<file path="config.mk">
export PLATFORM = sky130hd
export DESIGN_NAME = cpuCore
export DESIGN_NICKNAME = d
export VERILOG_FILES = /design/src/logic/cpuPkg.sv /design/src/logic/cpuCore.sv /design/src/logic/decodeStage.sv /design/src/logic/executeStage.sv /design/src/logic/fetchStage.sv /design/src/logic/memStage.sv /design/src/logic/regFile.sv
export VERILOG_INCLUDE_DIRS = /design/src /design/src/logic
export SDC_FILE = /design/constraint.sdc
export NUM_CORES = 1
export LEC_CHECK = 0
export BUFFER_PORTS_ARGS = -buffer_cell sky130_fd_sc_hd__buf_2
export CORE_ASPECT_RATIO = 1.1
export CORE_UTILIZATION = 29
export CTS_CLUSTER_SIZE = 8
export DETAILED_ROUTE_END_ITERATION = 8
export GPL_TIMING_DRIVEN = 1
export HOLD_SLACK_MARGIN = 0.06
export PLACE_DENSITY = 0.48
export SETUP_SLACK_MARGIN = 0.3
export SLEW_MARGIN = 20
export SYNTH_ARGS = -nofsm -noshare
export SYNTH_HDL_FRONTEND = slang
export SYNTH_SLANG_ARGS = --single-unit
</file>
<file path="constraint.sdc">
create_clock -name clk -period 13.3 [get_ports clk]
set_input_delay 0 -clock clk [delete_from_list [all_inputs] [get_ports clk]]
set_output_delay 0 -clock clk [all_outputs]
set_load 0.005 [all_outputs]
</file>
<file path="src/logic/cpuCore_config.svh">
`ifndef CPUCORE_CONFIG_SVH
`define CPUCORE_CONFIG_SVH

//////////////////////////////////////////////////
// Core sizing
//////////////////////////////////////////////////

// Data word, also the width of both memory addresses
`define CPU_DATA_W 16

// Register file geometry
`define CPU_REG_CNT 16    // R0..R15
`define CPU_REG_AW 4      // Enough to index CPU_REG_CNT

// Return address register written by JAL
`define CPU_LINK_REG 15

`endif

</file>
<file path="src/logic/cpuPkg.sv">
`default_nettype none

`include "cpuCore_config.svh"

package cpuPkg;

  // Top nibble of the instruction word
  typedef enum logic [3:0] {
    opAdd = 4'h0,
    opSub = 4'h1,
    opAnd = 4'h2,
    opNor = 4'h3,
    opLlb = 4'h4,
    opNop = 4'h7,
    opLw  = 4'h8,
    opSw  = 4'h9,
    opB   = 4'hC,
    opJal = 4'hD,
    opJr  = 4'hE,
    opHlt = 4'hF
  } opcodeT;

  // Branch condition, bits 11..9 of B
  typedef enum logic [2:0] {
    condNe, condEq, condGt, condLt, condGe, condLe, condOv, condAlways
  } condT;

  typedef struct packed {
    logic z;
    logic n;
    logic v;
  } flagsT;

  // Decoded control, carried down the pipe
  typedef struct packed {
    logic regWrite;
    logic memRead;
    logic memWrite;
    logic useImm;     // ALU operand B from the immediate
    logic setZn;
    logic setV;
    logic branch;
    logic jumpAL;
    logic jumpR;
    logic halt;
  } ctrlT;

  typedef struct packed {
    logic [`CPU_DATA_W-1:0] instr;
    logic [`CPU_DATA_W-1:0] pc;
    logic [`CPU_DATA_W-1:0] pcInc;
  } ifIdT;

  typedef struct packed {
    opcodeT                 opcode;
    ctrlT                   ctrl;
    condT                   cond;
    logic [`CPU_DATA_W-1:0] opA;
    logic [`CPU_DATA_W-1:0] opB;
    logic [`CPU_DATA_W-1:0] storeData;
    logic [`CPU_DATA_W-1:0] imm;        // imm8 for LLB, imm4 for LW/SW
    logic [`CPU_DATA_W-1:0] offset;     // Branch or jump displacement
    logic [`CPU_DATA_W-1:0] pc;
    logic [`CPU_DATA_W-1:0] pcInc;
    logic [`CPU_REG_AW-1:0] destAddr;
  } idExT;

  typedef struct packed {
    ctrlT                   ctrl;
    condT                   cond;
    flagsT                  flags;      // Flags seen by a branch
    logic [`CPU_DATA_W-1:0] aluRes;
    logic [`CPU_DATA_W-1:0] storeData;
    logic [`CPU_DATA_W-1:0] target;
    logic [`CPU_DATA_W-1:0] pcInc;
    logic [`CPU_DATA_W-1:0] pc;
    logic [`CPU_REG_AW-1:0] destAddr;
  } exMemT;

  typedef struct packed {
    logic                   en;
    logic [`CPU_REG_AW-1:0] addr;
    logic [`CPU_DATA_W-1:0] data;
  } wbT;

  typedef struct packed {
    logic                   taken;
    logic [`CPU_DATA_W-1:0] target;
    logic                   halt;
  } redirectT;

endpackage

`default_nettype wire

</file>
<file path="src/logic/cpuCore.sv">
`timescale 1ns/100ps
`default_nettype none

`include "cpuCore_config.svh"

module cpuCore import cpuPkg::*; (
  input  logic                   clk,
  input  logic                   arstN,
  output logic [`CPU_DATA_W-1:0] imemAddr,
  input  logic [`CPU_DATA_W-1:0] imemData,
  output logic [`CPU_DATA_W-1:0] dmemAddr,
  output logic [`CPU_DATA_W-1:0] dmemWrData,
  output logic                   dmemWrEn,
  output logic                   dmemRdEn,
  input  logic [`CPU_DATA_W-1:0] dmemRdData,
  output logic [`CPU_DATA_W-1:0] pc,
  output logic                   hlt
);

  // Stage boundary bundles
  ifIdT     ifId;
  idExT     idEx;
  exMemT    exMem;
  wbT       wb;         // Back to the register file
  redirectT redirect;   // Back to fetch

  fetchStage uFetch (
    .clk      (clk),
    .arstN    (arstN),
    .redirect (redirect),
    .imemAddr (imemAddr),
    .imemData (imemData),
    .ifId     (ifId),
    .pc       (pc)
  );

  decodeStage uDecode (
    .clk   (clk),
    .arstN (arstN),
    .ifId  (ifId),
    .wb    (wb),
    .idEx  (idEx)
  );

  executeStage uExecute (
    .clk   (clk),
    .arstN (arstN),
    .idEx  (idEx),
    .exMem (exMem)
  );

  memStage uMem (
    .clk        (clk),
    .arstN      (arstN),
    .exMem      (exMem),
    .dmemAddr   (dmemAddr),
    .dmemWrData (dmemWrData),
    .dmemWrEn   (dmemWrEn),
    .dmemRdEn   (dmemRdEn),
    .dmemRdData (dmemRdData),
    .wb         (wb),
    .redirect   (redirect),
    .hlt        (hlt)
  );

endmodule

`default_nettype wire

</file>
<file path="src/logic/decodeStage.sv">
`timescale 1ns/100ps
`default_nettype none

`include "cpuCore_config.svh"

module decodeStage import cpuPkg::*; (
  input  logic clk,
  input  logic arstN,
  input  ifIdT ifId,
  input  wbT   wb,
  output idExT idEx
);

  opcodeT                 opcode;
  ctrlT                   ctrl;
  idExT                   idExD;
  logic [`CPU_REG_AW-1:0] rdAddrA;
  logic [`CPU_REG_AW-1:0] rdAddrB;
  logic [`CPU_DATA_W-1:0] rdDataA;
  logic [`CPU_DATA_W-1:0] rdDataB;
  logic [`CPU_DATA_W-1:0] imm8;
  logic [`CPU_DATA_W-1:0] imm4;
  logic [`CPU_DATA_W-1:0] off9;
  logic [`CPU_DATA_W-1:0] off12;

  assign opcode = opcodeT'(ifId.instr[15:12]);

  //////////////////////////////////////////////////
  // Control decode
  //////////////////////////////////////////////////
  always_comb begin
    ctrl = '0;
    case (opcode)
      opAdd, opSub: begin
        ctrl.regWrite = 1'b1;
        ctrl.setZn    = 1'b1;
        ctrl.setV     = 1'b1;           // Only arithmetic touches V
      end
      opAnd, opNor: begin
        ctrl.regWrite = 1'b1;
        ctrl.setZn    = 1'b1;
      end
      opLlb: begin
        ctrl.regWrite = 1'b1;
        ctrl.useImm   = 1'b1;
      end
      opLw: begin
        ctrl.regWrite = 1'b1;
        ctrl.memRead  = 1'b1;
        ctrl.useImm   = 1'b1;
      end
      opSw: begin
        ctrl.memWrite = 1'b1;
        ctrl.useImm   = 1'b1;
      end
      opB:     ctrl.branch = 1'b1;
      opJal: begin
        ctrl.regWrite = 1'b1;           // Link into R15
        ctrl.jumpAL   = 1'b1;
      end
      opJr:    ctrl.jumpR = 1'b1;
      opHlt:   ctrl.halt  = 1'b1;
      default: ctrl = '0;               // NOP and unused codes
    endcase
  end

  // SW reads its data register through port B
  assign rdAddrA = ifId.instr[7:4];
  assign rdAddrB = (opcode == opSw) ? ifId.instr[11:8] : ifId.instr[3:0];

  regFile uRegFile (
    .clk     (clk),
    .arstN   (arstN),
    .rdAddrA (rdAddrA),
    .rdAddrB (rdAddrB),
    .rdDataA (rdDataA),
    .rdDataB (rdDataB),
    .wb      (wb)
  );

  // Sign extension of the immediate fields
  assign imm8  = {{(`CPU_DATA_W-8){ifId.instr[7]}}, ifId.instr[7:0]};
  assign imm4  = {{(`CPU_DATA_W-4){ifId.instr[3]}}, ifId.instr[3:0]};
  assign off9  = {{(`CPU_DATA_W-9){ifId.instr[8]}}, ifId.instr[8:0]};
  assign off12 = {{(`CPU_DATA_W-12){ifId.instr[11]}}, ifId.instr[11:0]};

  always_comb begin
    idExD.opcode    = opcode;
    idExD.ctrl      = ctrl;
    idExD.cond      = condT'(ifId.instr[11:9]);
    idExD.opA       = rdDataA;
    idExD.opB       = rdDataB;
    idExD.storeData = rdDataB;
    idExD.imm       = (opcode == opLlb) ? imm8 : imm4;
    idExD.offset    = ctrl.jumpAL ? off12 : off9;
    idExD.pc        = ifId.pc;
    idExD.pcInc     = ifId.pcInc;
    idExD.destAddr  = ctrl.jumpAL ? `CPU_REG_AW'(`CPU_LINK_REG) : ifId.instr[11:8];
  end

  always_ff @(posedge clk or negedge arstN) begin
    if (!arstN) begin
      idEx <= '0;                       // All control low, a bubble
    end else begin
      idEx <= idExD;
    end
  end

endmodule

`default_nettype wire

</file>
<file path="src/logic/executeStage.sv">
`timescale 1ns/100ps
`default_nettype none

`include "cpuCore_config.svh"

module executeStage import cpuPkg::*; (
  input  logic  clk,
  input  logic  arstN,
  input  idExT  idEx,
  output exMemT exMem
);

  localparam int Msb = `CPU_DATA_W - 1;

  logic [`CPU_DATA_W-1:0] aluB;
  logic [`CPU_DATA_W-1:0] aluRes;
  logic                   vAdd;
  logic                   vSub;
  flagsT                  flagsQ;
  flagsT                  flagsD;

  assign aluB = idEx.ctrl.useImm ? idEx.imm : idEx.opB;

  //////////////////////////////////////////////////
  // ALU
  //////////////////////////////////////////////////
  always_comb begin
    case (idEx.opcode)
      opAdd:   aluRes = idEx.opA + aluB;
      opSub:   aluRes = idEx.opA - aluB;
      opAnd:   aluRes = idEx.opA & aluB;
      opNor:   aluRes = ~(idEx.opA | aluB);
      opLlb:   aluRes = aluB;             // Sign-extended imm8
      opJr:    aluRes = idEx.opA;         // Jump target rides the result
      default: aluRes = idEx.opA + aluB;  // LW/SW address rs+imm4
    endcase
  end

  // Signed overflow, wraps on the result
  assign vAdd = (idEx.opA[Msb] == aluB[Msb]) && (aluRes[Msb] != idEx.opA[Msb]);
  assign vSub = (idEx.opA[Msb] != aluB[Msb]) && (aluRes[Msb] != idEx.opA[Msb]);

  always_comb begin
    flagsD = flagsQ;                      // Hold unless this op sets them
    if (idEx.ctrl.setZn) begin
      flagsD.z = (aluRes == '0);
      flagsD.n = aluRes[Msb];
    end
    if (idEx.ctrl.setV) begin
      flagsD.v = (idEx.opcode == opSub) ? vSub : vAdd;
    end
  end

  always_ff @(posedge clk or negedge arstN) begin
    if (!arstN) begin
      flagsQ <= '0;
      exMem  <= '0;
    end else begin
      flagsQ          <= flagsD;
      exMem.ctrl      <= idEx.ctrl;
      exMem.cond      <= idEx.cond;
      exMem.flags     <= flagsQ;          // Flags of earlier instructions only
      exMem.aluRes    <= aluRes;
      exMem.storeData <= idEx.storeData;
      exMem.target    <= idEx.pcInc + idEx.offset;  // pc+1+offset
      exMem.pcInc     <= idEx.pcInc;
      exMem.pc        <= idEx.pc;
      exMem.destAddr  <= idEx.destAddr;
    end
  end

endmodule

`default_nettype wire

</file>
<file path="src/logic/fetchStage.sv">
`timescale 1ns/100ps
`default_nettype none

`include "cpuCore_config.svh"

module fetchStage import cpuPkg::*; (
  input  logic                   clk,
  input  logic                   arstN,
  input  redirectT               redirect,
  output logic [`CPU_DATA_W-1:0] imemAddr,
  input  logic [`CPU_DATA_W-1:0] imemData,
  output ifIdT                   ifId,
  output logic [`CPU_DATA_W-1:0] pc
);

  logic [`CPU_DATA_W-1:0] pcInc;
  logic [`CPU_DATA_W-1:0] pcNext;

  assign pcInc    = pc + 1'b1;
  assign imemAddr = pc;         // Async read, word back this cycle

  // Redirect wins, halt holds, else step
  always_comb begin
    if (redirect.taken) begin
      pcNext = redirect.target;
    end else if (redirect.halt) begin
      pcNext = pc;
    end else begin
      pcNext = pcInc;
    end
  end

  always_ff @(posedge clk or negedge arstN) begin
    if (!arstN) begin
      pc   <= '0;
      ifId <= '{instr: {opNop, {(`CPU_DATA_W-4){1'b0}}}, pc: '0, pcInc: '0};  // NOP bubble
    end else begin
      pc   <= pcNext;
      ifId <= '{instr: imemData, pc: pc, pcInc: pcInc};
    end
  end

endmodule

`default_nettype wire

</file>
<file path="src/logic/memStage.sv">
`timescale 1ns/100ps
`default_nettype none

`include "cpuCore_config.svh"

module memStage import cpuPkg::*; (
  input  logic                   clk,
  input  logic                   arstN,
  input  exMemT                  exMem,
  output logic [`CPU_DATA_W-1:0] dmemAddr,
  output logic [`CPU_DATA_W-1:0] dmemWrData,
  output logic                   dmemWrEn,
  output logic                   dmemRdEn,
  input  logic [`CPU_DATA_W-1:0] dmemRdData,
  output wbT                     wb,
  output redirectT               redirect,
  output logic                   hlt
);

  logic haltQ;      // Sticky until reset
  logic haltNow;
  logic condMet;
  logic branchTaken;

  assign haltNow = exMem.ctrl.halt;
  assign hlt     = haltNow | haltQ;

  always_comb begin
    case (exMem.cond)
      condNe:  condMet = !exMem.flags.z;
      condEq:  condMet = exMem.flags.z;
      condGt:  condMet = !exMem.flags.z && !exMem.flags.n;
      condLt:  condMet = exMem.flags.n;
      condGe:  condMet = !exMem.flags.n;
      condLe:  condMet = exMem.flags.z || exMem.flags.n;
      condOv:  condMet = exMem.flags.v;
      default: condMet = 1'b1;            // Always
    endcase
  end

  assign branchTaken = exMem.ctrl.branch & condMet;

  // First HLT pulls pc back to its own address, then fetch holds
  always_comb begin
    redirect.taken  = !haltQ && (haltNow || branchTaken ||
                                 exMem.ctrl.jumpAL || exMem.ctrl.jumpR);
    redirect.target = haltNow          ? exMem.pc :
                      exMem.ctrl.jumpR ? exMem.aluRes : exMem.target;
    redirect.halt   = hlt;
  end

  //////////////////////////////////////////////////
  // Data memory bus and write-back
  //////////////////////////////////////////////////
  assign dmemAddr   = exMem.aluRes;
  assign dmemWrData = exMem.storeData;
  assign dmemWrEn   = exMem.ctrl.memWrite & !hlt;
  assign dmemRdEn   = exMem.ctrl.memRead;

  always_comb begin
    wb.en   = exMem.ctrl.regWrite & !hlt;
    wb.addr = exMem.destAddr;
    wb.data = exMem.ctrl.jumpAL  ? exMem.pcInc :    // Link value
              exMem.ctrl.memRead ? dmemRdData : exMem.aluRes;
  end

  always_ff @(posedge clk or negedge arstN) begin
    if (!arstN) begin
      haltQ <= 1'b0;
    end else if (haltNow) begin
      haltQ <= 1'b1;
    end
  end

endmodule

`default_nettype wire

</file>
<file path="src/logic/regFile.sv">
`timescale 1ns/100ps
`default_nettype none

`include "cpuCore_config.svh"

module regFile import cpuPkg::*; (
  input  logic                   clk,
  input  logic                   arstN,
  input  logic [`CPU_REG_AW-1:0] rdAddrA,
  input  logic [`CPU_REG_AW-1:0] rdAddrB,
  output logic [`CPU_DATA_W-1:0] rdDataA,
  output logic [`CPU_DATA_W-1:0] rdDataB,
  input  wbT                     wb
);

  logic [`CPU_DATA_W-1:0] regs [`CPU_REG_CNT];

  // R0 hardwired to zero
  assign rdDataA = (rdAddrA == '0) ? '0 : regs[rdAddrA];
  assign rdDataB = (rdAddrB == '0) ? '0 : regs[rdAddrB];

  always_ff @(posedge clk or negedge arstN) begin
    if (!arstN) begin
      regs <= '{default: '0};
    end else if (wb.en && (wb.addr != '0)) begin
      regs[wb.addr] <= wb.data;         // Seen by decode next cycle
    end
  end

endmodule

`default_nettype wire

</file>
==> run_results.csv, run 1 <==
group,metric,value,unit
finish,layout-drive-gt1-share,17.2,%
synthesis,synth_flop_cell,"dfrtp_1",
grt,gr-usage-met3,3.03,%
clock_tree,path_clk_slew,0.06,ns
clock_tree,insertion_delay,0.63,ns
synthesis,yosys-top-cells-area,"dfrtp_1 52%, mux4_2 7.3%, nand2_1 7.2%",
synthesis,synth_most_common_cell,"dfrtp_1",
synthesis,synth_common_cells,"519 x dfrtp_1, 478 x nand2_1, 226 x o21ai_0",
status,status,"finished, final reports clean",
timing,whs,0.0502,ns
synthesis,syn-num-nets,2423,
synthesis,synthArstFlopShare,100,%
grt,grt_pass1_vias,18300,
setup_path,cp-start-kind,"flip-flop",
placed_design,dpl.cell_count,3395,
pwr,combPwrFrac,25.7,%
synthesis,seq_area_frac_synth,52.7,%
timing,drv_slew,0,
detailed_routing,antenna_left,0,
grt,grt_max_degree,161,
synthesis,syn-cell-area,24800,sq um
pwr,power.density,204,nW/um^2
placed_design,gp_congestion,0.847,
timing,skew,0.0360,ns
setup_path,cp_data_arrival_time,5.61,ns
synthesis,syn_inst,2351,
clock_tree,clock-sinks,522,
setup_path,end_kind,"flip-flop",
setup_path,worstPathCellList,"mux2i_1 -> and4_1 -> nand2_1 -> nor3_1 -> nand3_1 -> nand2_1 -> xnor2_1 -> ha_1 -> and2_1 -> a221o_1 -> or3_1 -> a31o_2 -> or3_1 -> or4_1 -> o31ai_2",
hold_path,hold_class,"primary input to async pin",
clock_tree,cts_buffers,75,
detailed_routing,drcViolationCount,0,
die,rows,112,
grt,gr-usage-met1,24.0,%
grt,grt_overflow,0,
run,cap_violations,0,
die,dieArea,86700,sq um
finish,antennaDiodeCount,0,
finish,final_cell_area,28500,sq um
timing,fmaxAchievable,197,MHz
grt,met2_usage,32.0,%
synthesis,avgSynthCellArea,10.6,sq um
finish,nNetsFinal,2437,
setup_path,path_class,"flip-flop to flip-flop",
setup_path,path_buf_inv,0,
pwr,p_leak,12.3,nW
detailed_routing,vias,18300,
timing,hold_viol,0,
setup_path,cp_top_family,"simple AND/OR/NAND/NOR gates",
pwr,power_frac_clock,30.4,%
timing,rsz0062_at_grt,"false",
synthesis,synth.distinct_cells,76,
detailed_routing,drt_iter0_markers,1463,
synthesis,synth.largest_area_cell,"dfrtp_1",
setup_path,critPathRequiredTime,13.84,ns
synthesis,synth_top_area_share,52.3,%
die,die_height,309,um
pwr,power.switching,0.00202,W
timing,setup_viol,0,
setup_path,cpPeakStageDelay,0.88,ns
die,fp.coreArea,84800,sq um
pwr,power,0.00581,W
clock_tree,cts-root-buf,"clkbuf_16",
finish,layout.cells.non_filler,3527,
detailed_routing,routedWlPerCell,23.2,um
grt,antenna_found_initial,3,
pwr,ir_drop,83.6,uV
timing,post-route-period-util,38.2,%
die,die_x,281,um
synthesis,yosys_warnings,0,
placed_design,port_buffers,100,
placed_design,place_area,26000,sq um
finish,area_growth,15.0,%
setup_path,path_max_fanout,20,
grt,gr-usage-all-layers,19.1,%
pwr,seq_power_share,43.9,%
grt,grt.busiest_layer,"met2",
pwr,p_int,0.00378,W
setup_path,critical_path.slowest_cell,"dfrtp_1",
pwr,swShare,34.8,%
synthesis,synth_edf_count,0,
finish,regArea,13100,sq um
finish,nFillCells,8519,
grt,grt_pass1_wl,122000,um
timing,worst_slew_pin_slew,1.12,ns
detailed_routing,drtPass1Iterations,8,
die,start_util,29.3,%
die,io_pins,101,
clock_tree,cts_tree,"yes",
finish,multi_input_area,10700,sq um
clock_tree,clockBufferDepth,3,
clock_tree,h-tree-depth,3,
detailed_routing,viasPerCell,5.18,
clock_tree,cts_resized,0,
synthesis,ys_seq_elements,522,
placed_design,dp_hpwl,53400,um
detailed_routing,routed_wl,81700,um
timing,finalSetupTns,0,ns
timing,slew_headroom,25.0,%
timing,period_needed,5.08,ns
## power by group through the flow
stage	logic, W	registers, W	clock network [W]
3_5_place_dp	0.00149	0.00258	0
6_report	0.00149	0.00255	0.00177
2_1_floorplan	0.00112	0.00233	0
4_1_cts	0.00150	0.00256	0.00182
3_3_place_gp	0.00146	0.00257	0
5_1_grt	0.00166	0.00261	0.00188
## cells by family (layout without fill, tap and decap cells)
family                   Yosys count  count (layout)  share of synthesized area, %
adder cells (fa/ha/maj)           38              38                          1.98
multiplexers                     201             201                          12.5
AO/OA/AOI/OAI                    511             511                          12.8
AND/OR/NAND/NOR                  768             768                          13.4
flip-flops                       522             522                          52.7
buffers and inverters            258             294                          4.74
XOR/XNOR                          53              53                          1.87
## state kept, by name (all words and copies together), names as in the netlist
name	cells
uDecode.idEx	101
uDecode.uRegFile.regs	256
uExecute.exMem	97
uExecute.flagsQ	3
uFetch.ifId	48
uFetch.imemAddr	16
uMem.haltQ	1
## repair_timing
item                                   CTS  global route
endpoints found under the hold margin  116             0
hold buffers                            32             0
buffers inserted                         0             0
## metal layers
layer | share of wire (%) | routed length [um]
met1 | 42 | 34000
met2 | 49 | 39900
met3 | 5.2 | 4240
met4 | 4.4 | 3580
met5 | 0.018 | 15
## area by class of cell
class | count | area share (%)
Clock buffer | 93 | 6.93
Clock inverter | 6 | 0.561
Inverter | 35 | 0.461
Multi-Input combinational cell | 1571 | 37.5
Sequential cell | 522 | 45.8
Tap cell | 1140 | 5.00
Timing Repair Buffer | 160 | 3.76
## per-stage QoR
| stage | utilization [%] | worst slack (ns) |
|---|---|---|
| global placement | 30.7 | 8.35 |
| CTS | 33.6 | 8.23 |
| floorplan | - | 9.04 |
| finish | 33.6 | 8.22 |
| detailed placement | 30.7 | 8.28 |
| global route | 33.6 | 7.96 |
## cells in the final DEF (no fill, tap or decap), drive strengths merged, types with 42 or more instances in the layout
cell type	synthesis	final
a211oi	43	43
a21oi	88	88
buf	78	128
clkbuf	145	93
dfrtp	519	519
mux2	72	72
mux2i	49	49
mux4	80	80
nand2	478	478
nand3	86	86
nor2	72	72
o21ai	228	228
xnor2	42	42
## path summary, 6_finish.rpt
kind	slack, ns	from	to	cells past startpoint
max	8.22	uDecode.idEx[125]	uExecute.flagsQ[2]	15
min	0.05	arstN	uExecute.exMem[60]	2
max reg2reg	8.22	uDecode.idEx[125]	uExecute.flagsQ[2]	15
min reg2reg	0.31	uDecode.idEx[122]	uExecute.exMem[93]	0
max in group asynchronous	10.79	arstN	uFetch.ifId[36]	4
min in group clk	0.07	imemData[4]	uFetch.ifId[36]	2
No activity file was read; power rests on OpenSTA's default activity.
==> inputs of run 2 (changes only) <==
Settings changed: ABC_AREA set to 1.
Clock period 13.3 ns to 4.76 ns, I/O delays scaled along.
==> run 2 against run 1 <==
Sequential power grew to 2.5 times the previous value. Global-route usage grew 1.4 points. Sequential share of layout area down 0.94 points. Utilization about the same. Cell count up 19%. Non-clock buffer count up 28. Die area grew 2.2%. Clock power grew to 2.8 times the previous value. Highest routed layer is now met4.
==> run_results.csv, run 2 <==
group,metric,value,unit
synthesis,ys_seq_elements,522,
finish,largest_reg_flops,256,
timing,setup_viol,0,
clock_tree,cts_tree,"yes",
detailed_routing,viasPerCell,5.01,
clock_tree,clock-sinks,522,
timing,hold_viol,0,
finish,multi_input_area,9970,sq um
grt,gr-usage-met1,28.1,%
detailed_routing,drtPass1Iterations,5,
finish,final_cell_area,29100,sq um
setup_path,rr_worst_depth,24,
synthesis,synth_common_cells,"626 x nand2_1, 519 x dfrtp_1, 412 x o21ai_0",
detailed_routing,antenna_left,0,
timing,period_needed,3.83,ns
die,dieArea,88700,sq um
run,cap_violations,0,
setup_path,critical_path.slowest_cell,"dfrtp_1",
die,die_x,284,um
finish,final_common_cell,"nand2_1",
timing,fmaxAchievable,261,MHz
detailed_routing,routed_wl,90900,um
setup_path,crit_top_cell,"nand2_1",
setup_path,r2r-end,"uExecute.flagsQ[0]",
finish,area_growth,14.8,%
synthesis,synth_top_area_share,51.2,%
synthesis,yosys-top-cells-area,"dfrtp_1 51%, nand2_1 9.3%, o21ai_0 8.1%",
clock_tree,clockBufferDepth,3,
synthesis,syn_inst,3010,
detailed_routing,routedWlPerCell,21.6,um
synthesis,avgSynthCellArea,8.43,sq um
setup_path,cpPeakStageDelay,0.52,ns
synthesis,syn-cell-area,25400,sq um
synthesis,synth.largest_area_cell,"dfrtp_1",
die,fp.coreArea,86500,sq um
synthesis,seq_area_frac_synth,51.5,%
grt,grt_pass1_vias,20300,
setup_path,ff2ff_setup_slack,0.93,ns
pwr,ir_drop,304,uV
synthesis,syn-num-nets,3082,
placed_design,place_area,26600,sq um
detailed_routing,drt_iter0_markers,2029,
pwr,p_leak,13.6,nW
synthesis,yosys_warnings,0,
setup_path,end_kind,"flip-flop",
timing,whs,0.0847,ns
synthesis,synth_most_common_cell,"nand2_1",
synthesis,synth_flop_cell,"dfrtp_1",
timing,drv_slew,0,
setup_path,cp-start-kind,"flip-flop",
setup_path,path_max_fanout,16,
grt,grt_max_degree,122,
grt,grt_pass1_wl,135000,um
finish,top_register,"uDecode.uRegFile.regs",
die,io_pins,101,
finish,regArea,13100,sq um
die,die_height,312,um
placed_design,port_buffers,100,
status,status,"finished, final reports clean",
timing,worst_slew_pin_slew,1.12,ns
finish,layout-drive-gt1-share,10.0,%
timing,post-route-period-util,80.4,%
synthesis,synth_edf_count,0,
setup_path,cp_data_arrival_time,4.34,ns
clock_tree,h-tree-depth,3,
grt,antenna_found_initial,1,
die,start_util,29.3,%
synthesis,synthArstFlopShare,100,%
grt,gr-usage-met3,3.12,%
grt,gr-usage-all-layers,20.4,%
timing,skew,0.0241,ns
finish,layout.cells.non_filler,4206,
clock_tree,insertion_delay,0.63,ns
placed_design,gp_congestion,0.843,
setup_path,cp_top_family,"simple AND/OR/NAND/NOR gates",
detailed_routing,drcViolationCount,0,
clock_tree,cts_buffers,75,
placed_design,dpl.cell_count,4069,
finish,layout_common_cells,"626 x nand2_1, 517 x dfrtp_1, 412 x o21ai_0",
setup_path,path_buf_inv,5,
grt,met2_usage,31.4,%
finish,nNetsFinal,3109,
setup_path,rr_startpoint,"uDecode.idEx[125]",
grt,grt.busiest_layer,"met2",
finish,nFillCells,9070,
setup_path,critPathRequiredTime,5.27,ns
setup_path,path_class,"flip-flop to flip-flop",
clock_tree,cts-root-buf,"clkbuf_16",
timing,finalSetupTns,0,ns
pwr,power.density,523,nW/um^2
synthesis,synth.distinct_cells,54,
die,rows,113,
placed_design,dp_hpwl,59600,um
timing,slew_headroom,24.9,%
timing,rsz0062_at_grt,"false",
detailed_routing,vias,21100,
finish,largestRegisters,"uDecode.uRegFile.regs x256, uDecode.idEx x101, uExecute.exMem x97",
hold_path,hold_class,"primary input to async pin",
clock_tree,path_clk_slew,0.05,ns
setup_path,worstPathCellList,"inv_4 -> nand2_1 -> nand2_1 -> inv_1 -> ha_1 -> inv_1 -> nor3_2 -> nand4_1 -> o21ai_0 -> xor2_1 -> inv_1 -> ha_1 -> a21oi_1 -> nor2_1 -> nor2_1 -> nand2_1 -> a21oi_1 -> inv_1 -> nand3_1 -> nand3_1 -> nand2_1 -> nand2_1 -> nand3_1 -> nand2_1",
grt,grt_overflow,0,
[run 2: cell type report]
type,count,share of cell area [%]
clock inverter,8,0.395
inverter,323,4.20
multi-input combinational,1927,34.2
antenna,1,0.00859
clock buffer,87,6.63
sequential,522,44.9
tap,1150,4.94
timing repair buffer,188,4.69
[run 2: metal layers]
| layer | part of all wire, % | vias to the layer above |
|---|---|---|
| met2 | 44 | 742 |
| met1 | 45 | 10200 |
| met5 | 0 | - |
| li1 | - | 9960 |
| met3 | 6.1 | 152 |
| met4 | 4.7 | 0 |
[run 2: what timing repair did]
action,4_1_cts,5_1_grt
resized for setup,0,1
setup buffers,0,0
setup endpoints to repair,0,2
hold endpoints to repair,181,0
hold buffers,41,0
[run 2: through the flow]
| step | util, % | setup WS (ns) | power, W |
|---|---|---|---|
| after floorplan | - | 1.49 | 0.00890 |
| after global placement | 30.8 | 0.889 | 0.0104 |
| after detailed placement | 30.8 | 0.830 | 0.0104 |
| after CTS | 33.6 | 0.816 | 0.0154 |
| after global routing | 33.7 | 0.492 | 0.0161 |
| final | 33.7 | 0.931 | 0.0152 |
[run 2: worst max path at each step]
| stage | depth (start not counted) | end | from | slack (ns) |
|---|---|---|---|---|
| 2_1_floorplan | 26 | uExecute.flagsQ[0] | uDecode.idEx[125] | 1.49 |
| 3_5_place_dp | 24 | uExecute.flagsQ[0] | uDecode.idEx[125] | 0.83 |
| 4_1_cts | 24 | uExecute.flagsQ[0] | uDecode.idEx[125] | 0.82 |
| 5_1_grt | 24 | uExecute.flagsQ[0] | uDecode.idEx[125] | 0.49 |
| 3_3_place_gp | 24 | uExecute.flagsQ[0] | uDecode.idEx[125] | 0.89 |
| 6_report | 24 | uExecute.flagsQ[0] | uDecode.idEx[125] | 0.93 |
[run 2: where the power goes]
group / switching [W] / internal (W)
Clock: 0.00203 / 0.00285
Combinational: 0.00257 / 0.00128
Sequential: 0.000824 / 0.00567
Total: 0.00542 / 0.00981
[run 2: cells by family (layout without fill, tap and decap cells)]
| kind of cell | Yosys count | in the layout | synth area share (%) |
|---|---|---|---|
| compound gates | 812 | 812 | 18.0 |
| xor+xnor | 45 | 45 | 1.55 |
| fa+ha+maj | 38 | 38 | 1.93 |
| buf+inv | 561 | 606 | 9.42 |
| flops | 522 | 522 | 51.5 |
| mux | 38 | 38 | 1.67 |
| other cells | 0 | 1 | 0 |
| simple gates | 994 | 994 | 15.9 |
[run 2: worst register-to-register path, stage by stage, from the launching register on]
cell and delay [ns]:
dfrtp_1 0.52, inv_4 0.15, nand2_1 0.09, nand2_1 0.13
inv_1 0.12, ha_1 0.15, inv_1 0.06, nor3_2 0.29
nand4_1 0.20, o21ai_0 0.25, xor2_1 0.18, inv_1 0.06
ha_1 0.33, a21oi_1 0.21, nor2_1 0.06, nor2_1 0.10
nand2_1 0.06, a21oi_1 0.16, inv_1 0.06, nand3_1 0.07
nand3_1 0.10, nand2_1 0.19, nand2_1 0.07, nand3_1 0.07
nand2_1 0.05
